`src/common/intExecPkg.sv`:
```
package intExecPkg;

    // Reorder sequence numbers compare by signed difference
    localparam int sqnWidth = 7;
    localparam int tagWidth = 7;

    typedef enum logic [5:0] {
        // Base integer
        opAdd       = 6'h00,
        opSub       = 6'h01,
        opXor       = 6'h02,
        opOr        = 6'h03,
        opAnd       = 6'h04,
        opSll       = 6'h05,
        opSrl       = 6'h06,
        opSra       = 6'h07,
        opSlt       = 6'h08,
        opSltu      = 6'h09,
        opLui       = 6'h0a,
        opAuipc     = 6'h0b,
        // Zba / Zbb subset
        opSh1add    = 6'h10,
        opSh2add    = 6'h11,
        opSh3add    = 6'h12,
        opAndn      = 6'h13,
        opOrn       = 6'h14,
        opXnor      = 6'h15,
        opSextB     = 6'h16,
        opSextH     = 6'h17,
        opZextH     = 6'h18,
        opClz       = 6'h19,
        opCtz       = 6'h1a,
        opCpop      = 6'h1b,
        opOrcB      = 6'h1c,
        opMin       = 6'h1d,
        opMinu      = 6'h1e,
        opMax       = 6'h1f,
        opMaxu      = 6'h20,
        opRev8      = 6'h21,
        // Control flow
        opJal       = 6'h28,
        opJalr      = 6'h29,
        opBeq       = 6'h2a,
        opBne       = 6'h2b,
        opBlt       = 6'h2c,
        opBge       = 6'h2d,
        opBltu      = 6'h2e,
        opBgeu      = 6'h2f,
        opUndefined = 6'h3f
    } intOpcode;

    typedef enum logic [1:0] {
        flagsNone   = 2'd0,
        flagsExcept = 2'd1
    } resFlags;

endpackage

```
`src/intAlu/bitCount.sv`:
```
`timescale 1ns/1ps

module bitCount (
    input  logic [31:0] operand,
    input  logic countTrailing,
    output logic [5:0] zeroCount,
    output logic [5:0] popCount
);

    logic [31:0] scanWord;

    // Trailing zeros are leading zeros of the mirrored word
    always_comb begin
        for (int i = 0; i < 32; i++) begin
            scanWord[i] = countTrailing ? operand[31-i] : operand[i];
        end
    end

    // Highest set bit wins since the scan runs upward
    always_comb begin
        zeroCount = 6'd32;
        for (int i = 0; i < 32; i++) begin
            if (scanWord[i]) begin
                zeroCount = 6'(31 - i);
            end
        end
    end

    always_comb begin
        popCount = 6'd0;
        for (int i = 0; i < 32; i++) begin
            popCount = popCount + 6'(operand[i]);
        end
    end

endmodule

```
`src/intAlu/intAlu.sv`:
```
`timescale 1ns/1ps

module intAlu (
    input  logic clk,
    input  logic rst,
    input  logic slotValid,
    output logic slotReady,
    input  intExecPkg::intOpcode slotOpcode,
    input  logic [31:0] slotSrcA,
    input  logic [31:0] slotSrcB,
    input  logic [31:0] slotImm,
    input  logic [31:0] slotPc,
    input  logic slotCompressed,
    input  logic [intExecPkg::sqnWidth-1:0] slotSqn,
    input  logic [intExecPkg::tagWidth-1:0] slotTagDst,
    input  logic slotBranchPred,
    input  logic flush,
    input  logic [intExecPkg::sqnWidth-1:0] flushSqn,
    output logic aluValid,
    input  logic aluReady,
    output logic [31:0] aluResult,
    output logic [intExecPkg::tagWidth-1:0] aluTag,
    output intExecPkg::resFlags aluFlags,
    output logic [intExecPkg::sqnWidth-1:0] aluSqn,
    output logic redirectValid,
    output logic [31:0] redirectPc,
    output logic [intExecPkg::sqnWidth-1:0] redirectSqn
);

    import intExecPkg::*;

    logic [31:0] diff;
    logic lessThan;
    logic lessThanU;
    logic [31:0] fallThrough;
    logic [31:0] branchTarget;
    logic [5:0] zeroCount;
    logic [5:0] popCount;
    logic [31:0] result;
    resFlags flags;
    logic isBranch;
    logic branchTaken;
    logic needRedirect;
    logic [31:0] targetPc;
    logic signed [sqnWidth-1:0] sqnAge;
    logic take;
    logic survive;

    bitCount counter (
        .operand      (slotSrcA),
        .countTrailing(slotOpcode == opCtz),
        .zeroCount    (zeroCount),
        .popCount     (popCount)
    );

    // Comparisons shared by slt, min/max and the branches
    assign diff = slotSrcA - slotSrcB;
    assign lessThan = $signed(slotSrcA) < $signed(slotSrcB);
    assign lessThanU = slotSrcA < slotSrcB;

    assign fallThrough = slotPc + (slotCompressed ? 32'd2 : 32'd4);
    assign branchTarget = slotPc + {{19{slotImm[12]}}, slotImm[12:0]};

    always_comb begin
        flags = flagsNone;
        case (slotOpcode)
            opAdd:    result = slotSrcA + slotSrcB;
            opSub:    result = diff;
            opXor:    result = slotSrcA ^ slotSrcB;
            opOr:     result = slotSrcA | slotSrcB;
            opAnd:    result = slotSrcA & slotSrcB;
            opSll:    result = slotSrcA << slotSrcB[4:0];
            opSrl:    result = slotSrcA >> slotSrcB[4:0];
            opSra:    result = $unsigned($signed(slotSrcA) >>> slotSrcB[4:0]);
            opSlt:    result = {31'b0, lessThan};
            opSltu:   result = {31'b0, lessThanU};
            opLui:    result = slotImm;
            opAuipc:  result = slotPc + slotImm;
            opSh1add: result = slotSrcB + (slotSrcA << 1);
            opSh2add: result = slotSrcB + (slotSrcA << 2);
            opSh3add: result = slotSrcB + (slotSrcA << 3);
            opAndn:   result = slotSrcA & ~slotSrcB;
            opOrn:    result = slotSrcA | ~slotSrcB;
            opXnor:   result = ~(slotSrcA ^ slotSrcB);
            opSextB:  result = {{24{slotSrcA[7]}}, slotSrcA[7:0]};
            opSextH:  result = {{16{slotSrcA[15]}}, slotSrcA[15:0]};
            opZextH:  result = {16'b0, slotSrcA[15:0]};
            opClz,
            opCtz:    result = {26'b0, zeroCount};
            opCpop:   result = {26'b0, popCount};
            opOrcB:   result = {{8{|slotSrcA[31:24]}}, {8{|slotSrcA[23:16]}},
                                {8{|slotSrcA[15:8]}}, {8{|slotSrcA[7:0]}}};
            opMin:    result = lessThan ? slotSrcA : slotSrcB;
            opMinu:   result = lessThanU ? slotSrcA : slotSrcB;
            opMax:    result = lessThan ? slotSrcB : slotSrcA;
            opMaxu:   result = lessThanU ? slotSrcB : slotSrcA;
            opRev8:   result = {slotSrcA[7:0], slotSrcA[15:8], slotSrcA[23:16], slotSrcA[31:24]};
            // Link address
            opJal,
            opJalr:   result = fallThrough;
            opUndefined: begin
                result = 32'b0;
                flags = flagsExcept;
            end
            default:  result = 32'b0;
        endcase
    end

    assign isBranch = slotOpcode inside {opBeq, opBne, opBlt, opBge, opBltu, opBgeu};

    always_comb begin
        case (slotOpcode)
            opBeq:   branchTaken = diff == 32'b0;
            opBne:   branchTaken = diff != 32'b0;
            opBlt:   branchTaken = lessThan;
            opBge:   branchTaken = !lessThan;
            opBltu:  branchTaken = lessThanU;
            opBgeu:  branchTaken = !lessThanU;
            default: branchTaken = 1'b0;
        endcase

        needRedirect = 1'b0;
        targetPc = fallThrough;
        if (isBranch) begin
            needRedirect = branchTaken != slotBranchPred;
            targetPc = branchTaken ? branchTarget : fallThrough;
        end else if (slotOpcode == opJal) begin
            needRedirect = !slotBranchPred;
            targetPc = slotPc + slotImm;
        end else if (slotOpcode == opJalr) begin
            // Register jumps are never predicted
            needRedirect = 1'b1;
            targetPc = (slotSrcA + slotSrcB) & ~32'd1;
        end
    end

    // Positive age means younger than the flush point
    assign sqnAge = slotSqn - flushSqn;
    assign survive = !flush || sqnAge <= 0;

    assign slotReady = !aluValid || aluReady;
    assign take = slotValid && slotReady;

    always_ff @(posedge clk) begin
        if (rst) begin
            aluValid <= 1'b0;
            redirectValid <= 1'b0;
        end else begin
            if (take) begin
                aluValid <= survive;
            end else if (aluReady) begin
                aluValid <= 1'b0;
            end
            redirectValid <= take && survive && needRedirect;
        end
    end

    always_ff @(posedge clk) begin
        if (take && survive) begin
            aluResult   <= result;
            aluTag      <= slotTagDst;
            aluFlags    <= flags;
            aluSqn      <= slotSqn;
            redirectPc  <= targetPc;
            redirectSqn <= slotSqn;
        end
    end

    redirectWithResult: assert property (@(posedge clk) disable iff (rst)
        redirectValid |-> aluValid && aluSqn == redirectSqn);

endmodule

```
`src/intExecUnit.sv`:
```
`timescale 1ns/1ps

module intExecUnit #(
    parameter int queueDepth = 2
) (
    input  logic clk,
    input  logic rst,
    input  logic inValid,
    output logic inReady,
    input  intExecPkg::intOpcode inOpcode,
    input  logic [31:0] inSrcA,
    input  logic [31:0] inSrcB,
    input  logic [31:0] inImm,
    input  logic [31:0] inPc,
    input  logic inCompressed,
    input  logic [intExecPkg::sqnWidth-1:0] inSqn,
    input  logic [intExecPkg::tagWidth-1:0] inTagDst,
    input  logic inBranchPred,
    input  logic flush,
    input  logic [intExecPkg::sqnWidth-1:0] flushSqn,
    output logic resValid,
    input  logic resReady,
    output logic [31:0] resData,
    output logic [intExecPkg::tagWidth-1:0] resTag,
    output intExecPkg::resFlags resFlags,
    output logic [intExecPkg::sqnWidth-1:0] resSqn,
    output logic redirectValid,
    output logic [31:0] redirectPc,
    output logic [intExecPkg::sqnWidth-1:0] redirectSqn
);

    import intExecPkg::*;

    logic slotValid;
    logic slotReady;
    intOpcode slotOpcode;
    logic [31:0] slotSrcA;
    logic [31:0] slotSrcB;
    logic [31:0] slotImm;
    logic [31:0] slotPc;
    logic slotCompressed;
    logic [sqnWidth-1:0] slotSqn;
    logic [tagWidth-1:0] slotTagDst;
    logic slotBranchPred;

    logic aluValid;
    logic aluReady;
    logic [31:0] aluResult;
    logic [tagWidth-1:0] aluTag;
    intExecPkg::resFlags aluFlags;
    logic [sqnWidth-1:0] aluSqn;

    issueSlot slot (
        .clk           (clk),
        .rst           (rst),
        .inValid       (inValid),
        .inReady       (inReady),
        .inOpcode      (inOpcode),
        .inSrcA        (inSrcA),
        .inSrcB        (inSrcB),
        .inImm         (inImm),
        .inPc          (inPc),
        .inCompressed  (inCompressed),
        .inSqn         (inSqn),
        .inTagDst      (inTagDst),
        .inBranchPred  (inBranchPred),
        .slotValid     (slotValid),
        .slotReady     (slotReady),
        .slotOpcode    (slotOpcode),
        .slotSrcA      (slotSrcA),
        .slotSrcB      (slotSrcB),
        .slotImm       (slotImm),
        .slotPc        (slotPc),
        .slotCompressed(slotCompressed),
        .slotSqn       (slotSqn),
        .slotTagDst    (slotTagDst),
        .slotBranchPred(slotBranchPred)
    );

    intAlu alu (
        .clk           (clk),
        .rst           (rst),
        .slotValid     (slotValid),
        .slotReady     (slotReady),
        .slotOpcode    (slotOpcode),
        .slotSrcA      (slotSrcA),
        .slotSrcB      (slotSrcB),
        .slotImm       (slotImm),
        .slotPc        (slotPc),
        .slotCompressed(slotCompressed),
        .slotSqn       (slotSqn),
        .slotTagDst    (slotTagDst),
        .slotBranchPred(slotBranchPred),
        .flush         (flush),
        .flushSqn      (flushSqn),
        .aluValid      (aluValid),
        .aluReady      (aluReady),
        .aluResult     (aluResult),
        .aluTag        (aluTag),
        .aluFlags      (aluFlags),
        .aluSqn        (aluSqn),
        .redirectValid (redirectValid),
        .redirectPc    (redirectPc),
        .redirectSqn   (redirectSqn)
    );

    resultQueue #(
        .queueDepth(queueDepth)
    ) queue (
        .clk      (clk),
        .rst      (rst),
        .aluValid (aluValid),
        .aluReady (aluReady),
        .aluResult(aluResult),
        .aluTag   (aluTag),
        .aluFlags (aluFlags),
        .aluSqn   (aluSqn),
        .resValid (resValid),
        .resReady (resReady),
        .resData  (resData),
        .resTag   (resTag),
        .resFlags (resFlags),
        .resSqn   (resSqn)
    );

endmodule

```
`src/issueSlot.sv`:
```
`timescale 1ns/1ps

module issueSlot (
    input  logic clk,
    input  logic rst,
    input  logic inValid,
    output logic inReady,
    input  intExecPkg::intOpcode inOpcode,
    input  logic [31:0] inSrcA,
    input  logic [31:0] inSrcB,
    input  logic [31:0] inImm,
    input  logic [31:0] inPc,
    input  logic inCompressed,
    input  logic [intExecPkg::sqnWidth-1:0] inSqn,
    input  logic [intExecPkg::tagWidth-1:0] inTagDst,
    input  logic inBranchPred,
    output logic slotValid,
    input  logic slotReady,
    output intExecPkg::intOpcode slotOpcode,
    output logic [31:0] slotSrcA,
    output logic [31:0] slotSrcB,
    output logic [31:0] slotImm,
    output logic [31:0] slotPc,
    output logic slotCompressed,
    output logic [intExecPkg::sqnWidth-1:0] slotSqn,
    output logic [intExecPkg::tagWidth-1:0] slotTagDst,
    output logic slotBranchPred
);

    logic accept;

    // Refill in the same cycle the held op leaves
    assign inReady = !slotValid || slotReady;
    assign accept = inValid && inReady;

    always_ff @(posedge clk) begin
        if (rst) begin
            slotValid <= 1'b0;
        end else if (accept) begin
            slotValid <= 1'b1;
        end else if (slotReady) begin
            slotValid <= 1'b0;
        end
    end

    always_ff @(posedge clk) begin
        if (accept) begin
            slotOpcode     <= inOpcode;
            slotSrcA       <= inSrcA;
            slotSrcB       <= inSrcB;
            slotImm        <= inImm;
            slotPc         <= inPc;
            slotCompressed <= inCompressed;
            slotSqn        <= inSqn;
            slotTagDst     <= inTagDst;
            slotBranchPred <= inBranchPred;
        end
    end

    holdStable: assert property (@(posedge clk) disable iff (rst)
        slotValid && !slotReady |=> $stable({slotOpcode, slotSrcA, slotSrcB, slotImm, slotPc,
                                             slotCompressed, slotSqn, slotTagDst,
                                             slotBranchPred}));

endmodule

```
`src/resultQueue.sv`:
```
`timescale 1ns/1ps

module resultQueue #(
    parameter int queueDepth = 2
) (
    input  logic clk,
    input  logic rst,
    input  logic aluValid,
    output logic aluReady,
    input  logic [31:0] aluResult,
    input  logic [intExecPkg::tagWidth-1:0] aluTag,
    input  intExecPkg::resFlags aluFlags,
    input  logic [intExecPkg::sqnWidth-1:0] aluSqn,
    output logic resValid,
    input  logic resReady,
    output logic [31:0] resData,
    output logic [intExecPkg::tagWidth-1:0] resTag,
    output intExecPkg::resFlags resFlags,
    output logic [intExecPkg::sqnWidth-1:0] resSqn
);

    import intExecPkg::*;

    localparam int ptrWidth = (queueDepth > 1) ? $clog2(queueDepth) : 1;
    localparam int countWidth = $clog2(queueDepth + 1);

    logic [31:0] dataMem [queueDepth];
    logic [tagWidth-1:0] tagMem [queueDepth];
    intExecPkg::resFlags flagsMem [queueDepth];
    logic [sqnWidth-1:0] sqnMem [queueDepth];
    logic [ptrWidth-1:0] wrPtr;
    logic [ptrWidth-1:0] rdPtr;
    logic [countWidth-1:0] count;
    logic push;
    logic pop;
    logic full;

    assign full = count == countWidth'(queueDepth);
    assign resValid = count != '0;
    assign pop = resValid && resReady;
    // A full queue still takes a result when its head leaves
    assign aluReady = !full || pop;
    assign push = aluValid && aluReady;

    always_ff @(posedge clk) begin
        if (rst) begin
            wrPtr <= '0;
            rdPtr <= '0;
            count <= '0;
        end else begin
            if (push) begin
                wrPtr <= (wrPtr == ptrWidth'(queueDepth - 1)) ? '0 : wrPtr + 1'b1;
            end
            if (pop) begin
                rdPtr <= (rdPtr == ptrWidth'(queueDepth - 1)) ? '0 : rdPtr + 1'b1;
            end
            count <= count + countWidth'(push) - countWidth'(pop);
        end
    end

    always_ff @(posedge clk) begin
        if (push) begin
            dataMem[wrPtr]  <= aluResult;
            tagMem[wrPtr]   <= aluTag;
            flagsMem[wrPtr] <= aluFlags;
            sqnMem[wrPtr]   <= aluSqn;
        end
    end

    assign resData  = dataMem[rdPtr];
    assign resTag   = tagMem[rdPtr];
    assign resFlags = flagsMem[rdPtr];
    assign resSqn   = sqnMem[rdPtr];

    noOverflow: assert property (@(posedge clk) disable iff (rst)
        full && !pop |-> !push);

endmodule

```
`config.mk`:
```
export PLATFORM = sky130hd
export DESIGN_NAME = intExecUnit
export DESIGN_NICKNAME = d
export VERILOG_FILES = /design/src/common/intExecPkg.sv /design/src/intAlu/bitCount.sv /design/src/intAlu/intAlu.sv /design/src/intExecUnit.sv /design/src/issueSlot.sv /design/src/resultQueue.sv
export SDC_FILE = /design/constraint.sdc
export NUM_CORES = 2
export LEC_CHECK = 0
export ABC_AREA = 1
export BUFFER_PORTS_ARGS = -buffer_cell sky130_fd_sc_hd__buf_2
export CAP_MARGIN = 25
export CORE_MARGIN = 1
export CORE_UTILIZATION = 31
export CTS_CLUSTER_SIZE = 12
export DETAILED_ROUTE_END_ITERATION = 10
export SETUP_SLACK_MARGIN = 0.1
export SYNTH_ARGS = -nofsm -noshare
export SYNTH_HDL_FRONTEND = slang
export SYNTH_HIERARCHICAL = 1
export SYNTH_SLANG_ARGS = --single-unit
```
`constraint.sdc`:
```
create_clock -name clk -period 10.58 [get_ports clk]
set_input_delay 1.587 -clock clk [delete_from_list [all_inputs] [get_ports clk]]
set_output_delay 1.587 -clock clk [all_outputs]
set_load 0.05 [all_outputs]
```
==> run metrics <==
via count 42.5k; Setup TNS Final 0 ns; antenna violations before repair 28; row cnt 124; Total GRT Usage 41.1%; DRC Markers 0; number of top-level pins 252; WL met2 97500 um; CP endpoint alu/aluResult[0]; area delta synth->final 12.9%; fmax about 0.17 GHz; Finished Core Util 35.5%; drt total wl about 250000 um; R2R setup slack 4.62 ns; ys async rst share 0%; Die Ht 343 um; part of the cycle the worst path needs a little under three fifths; Nets 6009; routed wl met3 27400 um; Sequential cell area 0.00992 mm^2; Max-slew headroom between 15 and 20%; setup repair bufs after CTS 0; r2r startpoint slot/slotSrcA[21]; total power approximately 6.4 mW; syn_nets 5781; GRT overflow 0; Power Dens Cells 157 mW/mm^2; Hold Startpoint slot/slotTagDst[4]; Synth area leader edfxtp_1; GP Congestion 1.11; number of global-route vias before repair just under 40k; Crit Path Max Fanout 15; PnR worst setup slack ~4.6 ns; Crit. Startpoint slot/slotSrcA[21]; post-cts sizing count 0; H-tree depth 2; Top Layer Used met5; crit end category flip-flop; Slew @ Worst Pin 1.27 ns; WP data required 10.97 ns; FF+latch count, synth 333; Die Wd 343 um; number of synthesized flops with an enable pin 325; core footprint roughly 0.11 mm^2; largest net degree at the start of global routing ~130; Fin Hold WS 0.428 ns; first-pass GRT wire length 330000 um; max cap viols 0; Metal-1 WL ~100000 um; peak supply drop 0.199 mV; Cells after Synth 5371; Worst Reg-to-Reg Cells 20; Die ar. roughly 0.12 mm^2; Fill cells 12.6k; sequential area share after synthesis 27.5%; Starting DRT DRC Count approximately 6.2k; final-report max-slew violation count 0; CP startpoint kind flip-flop; Yosys Warn Count 6; Detailed Routing Iterations Pass 1 7; Netlist cell types 67; reg-to-reg endpoint alu/aluResult[0]; final antenna-violating net count 0; TritonCTS clock tree done; Crit path arrival time 6.35 ns; status completed; vias per cell around 6; Initial Util 31.4%; Hold Buf Count CTS 0; placed wire-length estimate 200000 um; LEAKAGE 18.4 nW; CTS clock-pin slew for the worst setup and hold paths 0.06 ns; TritonCTS Buffers 42; share of layout cells above drive strength 1 10.7%; Clock Latency Late Sink between 0.6 and 0.7 ns; synth top area cells edfxtp_1, nand2_1, ha_1; Crit Path Class reg -> reg; CTS max path bufs 3; RSZ-0062 raised after global routing no; Min Clock Period, post-route approximately 6.0 ns; WL per Instance 34.9 um; Clock Sinks 333; Hold Crit Class reg -> reg; # port buffers 251; Root Driver clkbuf_16; Syn Std Cell Area 0.0361 mm^2; Final Hold Violating Endpoints 0; most used flip-flop cell after synthesis edfxtp_1; dpl ws 4.69 ns; Clock Skews about 0.034 ns; Setup Viol. Count Final 0; Avg Cell Area, Syn 6.72 um^2; Multi-input gate area ~0.023 mm^2; Synth top area share 27.0%
## layout by cell type, fill, tap and decap left out, types with 19 or more instances in the layout
| cell type | count |
|---|---|
| nand2_1 | 1417 |
| inv_1 | 618 |
| o21ai_0 | 495 |
| nor2_1 | 454 |
| a21oi_1 | 432 |
| edfxtp_1 | 325 |
| nand3_1 | 276 |
| buf_2 | 252 |
| ha_1 | 217 |
| buf_4 | 138 |
| nand4_1 | 127 |
| xor2_1 | 85 |
| nor3_1 | 72 |
| o211ai_1 | 59 |
| o22ai_1 | 43 |
| clkbuf_16 | 42 |
| a22oi_1 | 37 |
| nor4_1 | 34 |
| o2111ai_1 | 31 |
| fa_1 | 31 |
| xnor2_1 | 30 |
| mux2_2 | 28 |
| or2_2 | 27 |
| a21o_1 | 23 |
| a31oi_1 | 20 |
| mux2_4 | 20 |
| o21bai_1 | 19 |
| o221ai_1 | 19 |
## per-stage QoR
step,instances,area [um^2]
6_report,7150,40800
5_1_grt,7142,40800
4_1_cts,7138,40700
3_5_place_dp,7063,39400
3_3_place_gp,7056,39300
2_1_floorplan,5371,36100
## report_power, final
group / internal, mW / switching (mW)
Sequential: 1.55 / 0.0948
Clock: 0.767 / 0.685
Combinational: 0.905 / 2.40
Total: 3.22 / 3.18
## registers in the layout, indices dropped and copies added (netlist names), 2 cells and up, named ones only
register	count
slot/slotSrcA	32
queue/dataMem	64
queue/sqnMem	14
alu/redirectSqn	7
alu/aluTag	7
alu/redirectPc	32
slot/slotSrcB	32
queue/tagMem	14
slot/slotImm	32
queue/count	2
queue/flagsMem	4
alu/aluResult	32
slot/slotTagDst	7
slot/slotSqn	7
slot/slotPc	32
slot/slotOpcode	6
## worst max-delay path, cell delays in order, from the launching register on
cell	delay, ns
edfxtp_1	0.33
buf_4	0.35
fa_1	0.52
fa_1	0.51
inv_1	0.05
fa_1	0.47
inv_1	0.05
fa_1	0.46
fa_1	0.51
inv_1	0.05
fa_1	0.48
inv_1	0.05
ha_1	0.38
inv_1	0.10
o22ai_1	0.30
a221oi_1	0.39
nand4_1	0.13
nor3_1	0.29
nand2_1	0.09
nor2_1	0.10
nand3_1	0.08
## how the worst min path moves through the flow
stage / endpoint / cells after the start
2_1_floorplan: alu/aluTag[0] / 0
3_3_place_gp: alu/aluTag[0] / 0
3_5_place_dp: alu/aluTag[1] / 0
4_1_cts: alu/aluTag[0] / 0
5_1_grt: alu/aluTag[0] / 0
6_report: alu/aluTag[4] / 0
## cells by family after synthesis
| logic type | Yosys count | synth area share [%] |
|---|---|---|
| AND/OR/NAND/NOR | 2474 | 28.7 |
| AO/OA/AOI/OAI | 1286 | 20.3 |
| buffers and inverters | 860 | 9.57 |
| flip-flops | 333 | 27.5 |
| adder cells (fa/ha/maj) | 248 | 9.24 |
| XOR/XNOR | 115 | 2.79 |
| multiplexers | 54 | 1.87 |
| other | 1 | 0.0104 |
## synthesized netlist by cell type, types with 31 or more instances
library cell and number:
xor2_1 85, o2111ai_1 31, o22ai_1 43, inv_1 625
nand2_1 1421, a22oi_1 37, a21oi_1 434, edfxtp_1 325
nor3_1 72, o21ai_0 495, buf_2 54, ha_1 217
nand4_1 127, nor2_1 463, clkbuf_1 105, nor4_1 34
nand3_1 278, fa_1 31, o211ai_1 59
## metal layers
metal	vias to the layer above	track usage (%)
met1	20400	55.0
li1	18800	-
met2	2675	56.7
met4	18	27.2
met3	547	11.9
met5	-	0
## final cells by class
cell class	count	area share (%)
Inverter	648	5.97
Antenna cell	8	0.0491
Tap cell	1512	4.64
Clock buffer	52	2.72
Sequential cell	333	24.3
Clock inverter	23	0.543
Timing Repair Buffer	396	5.79
Multi-Input combinational cell	4178	56.0
Note: power is estimated with default switching activity, not from simulation.
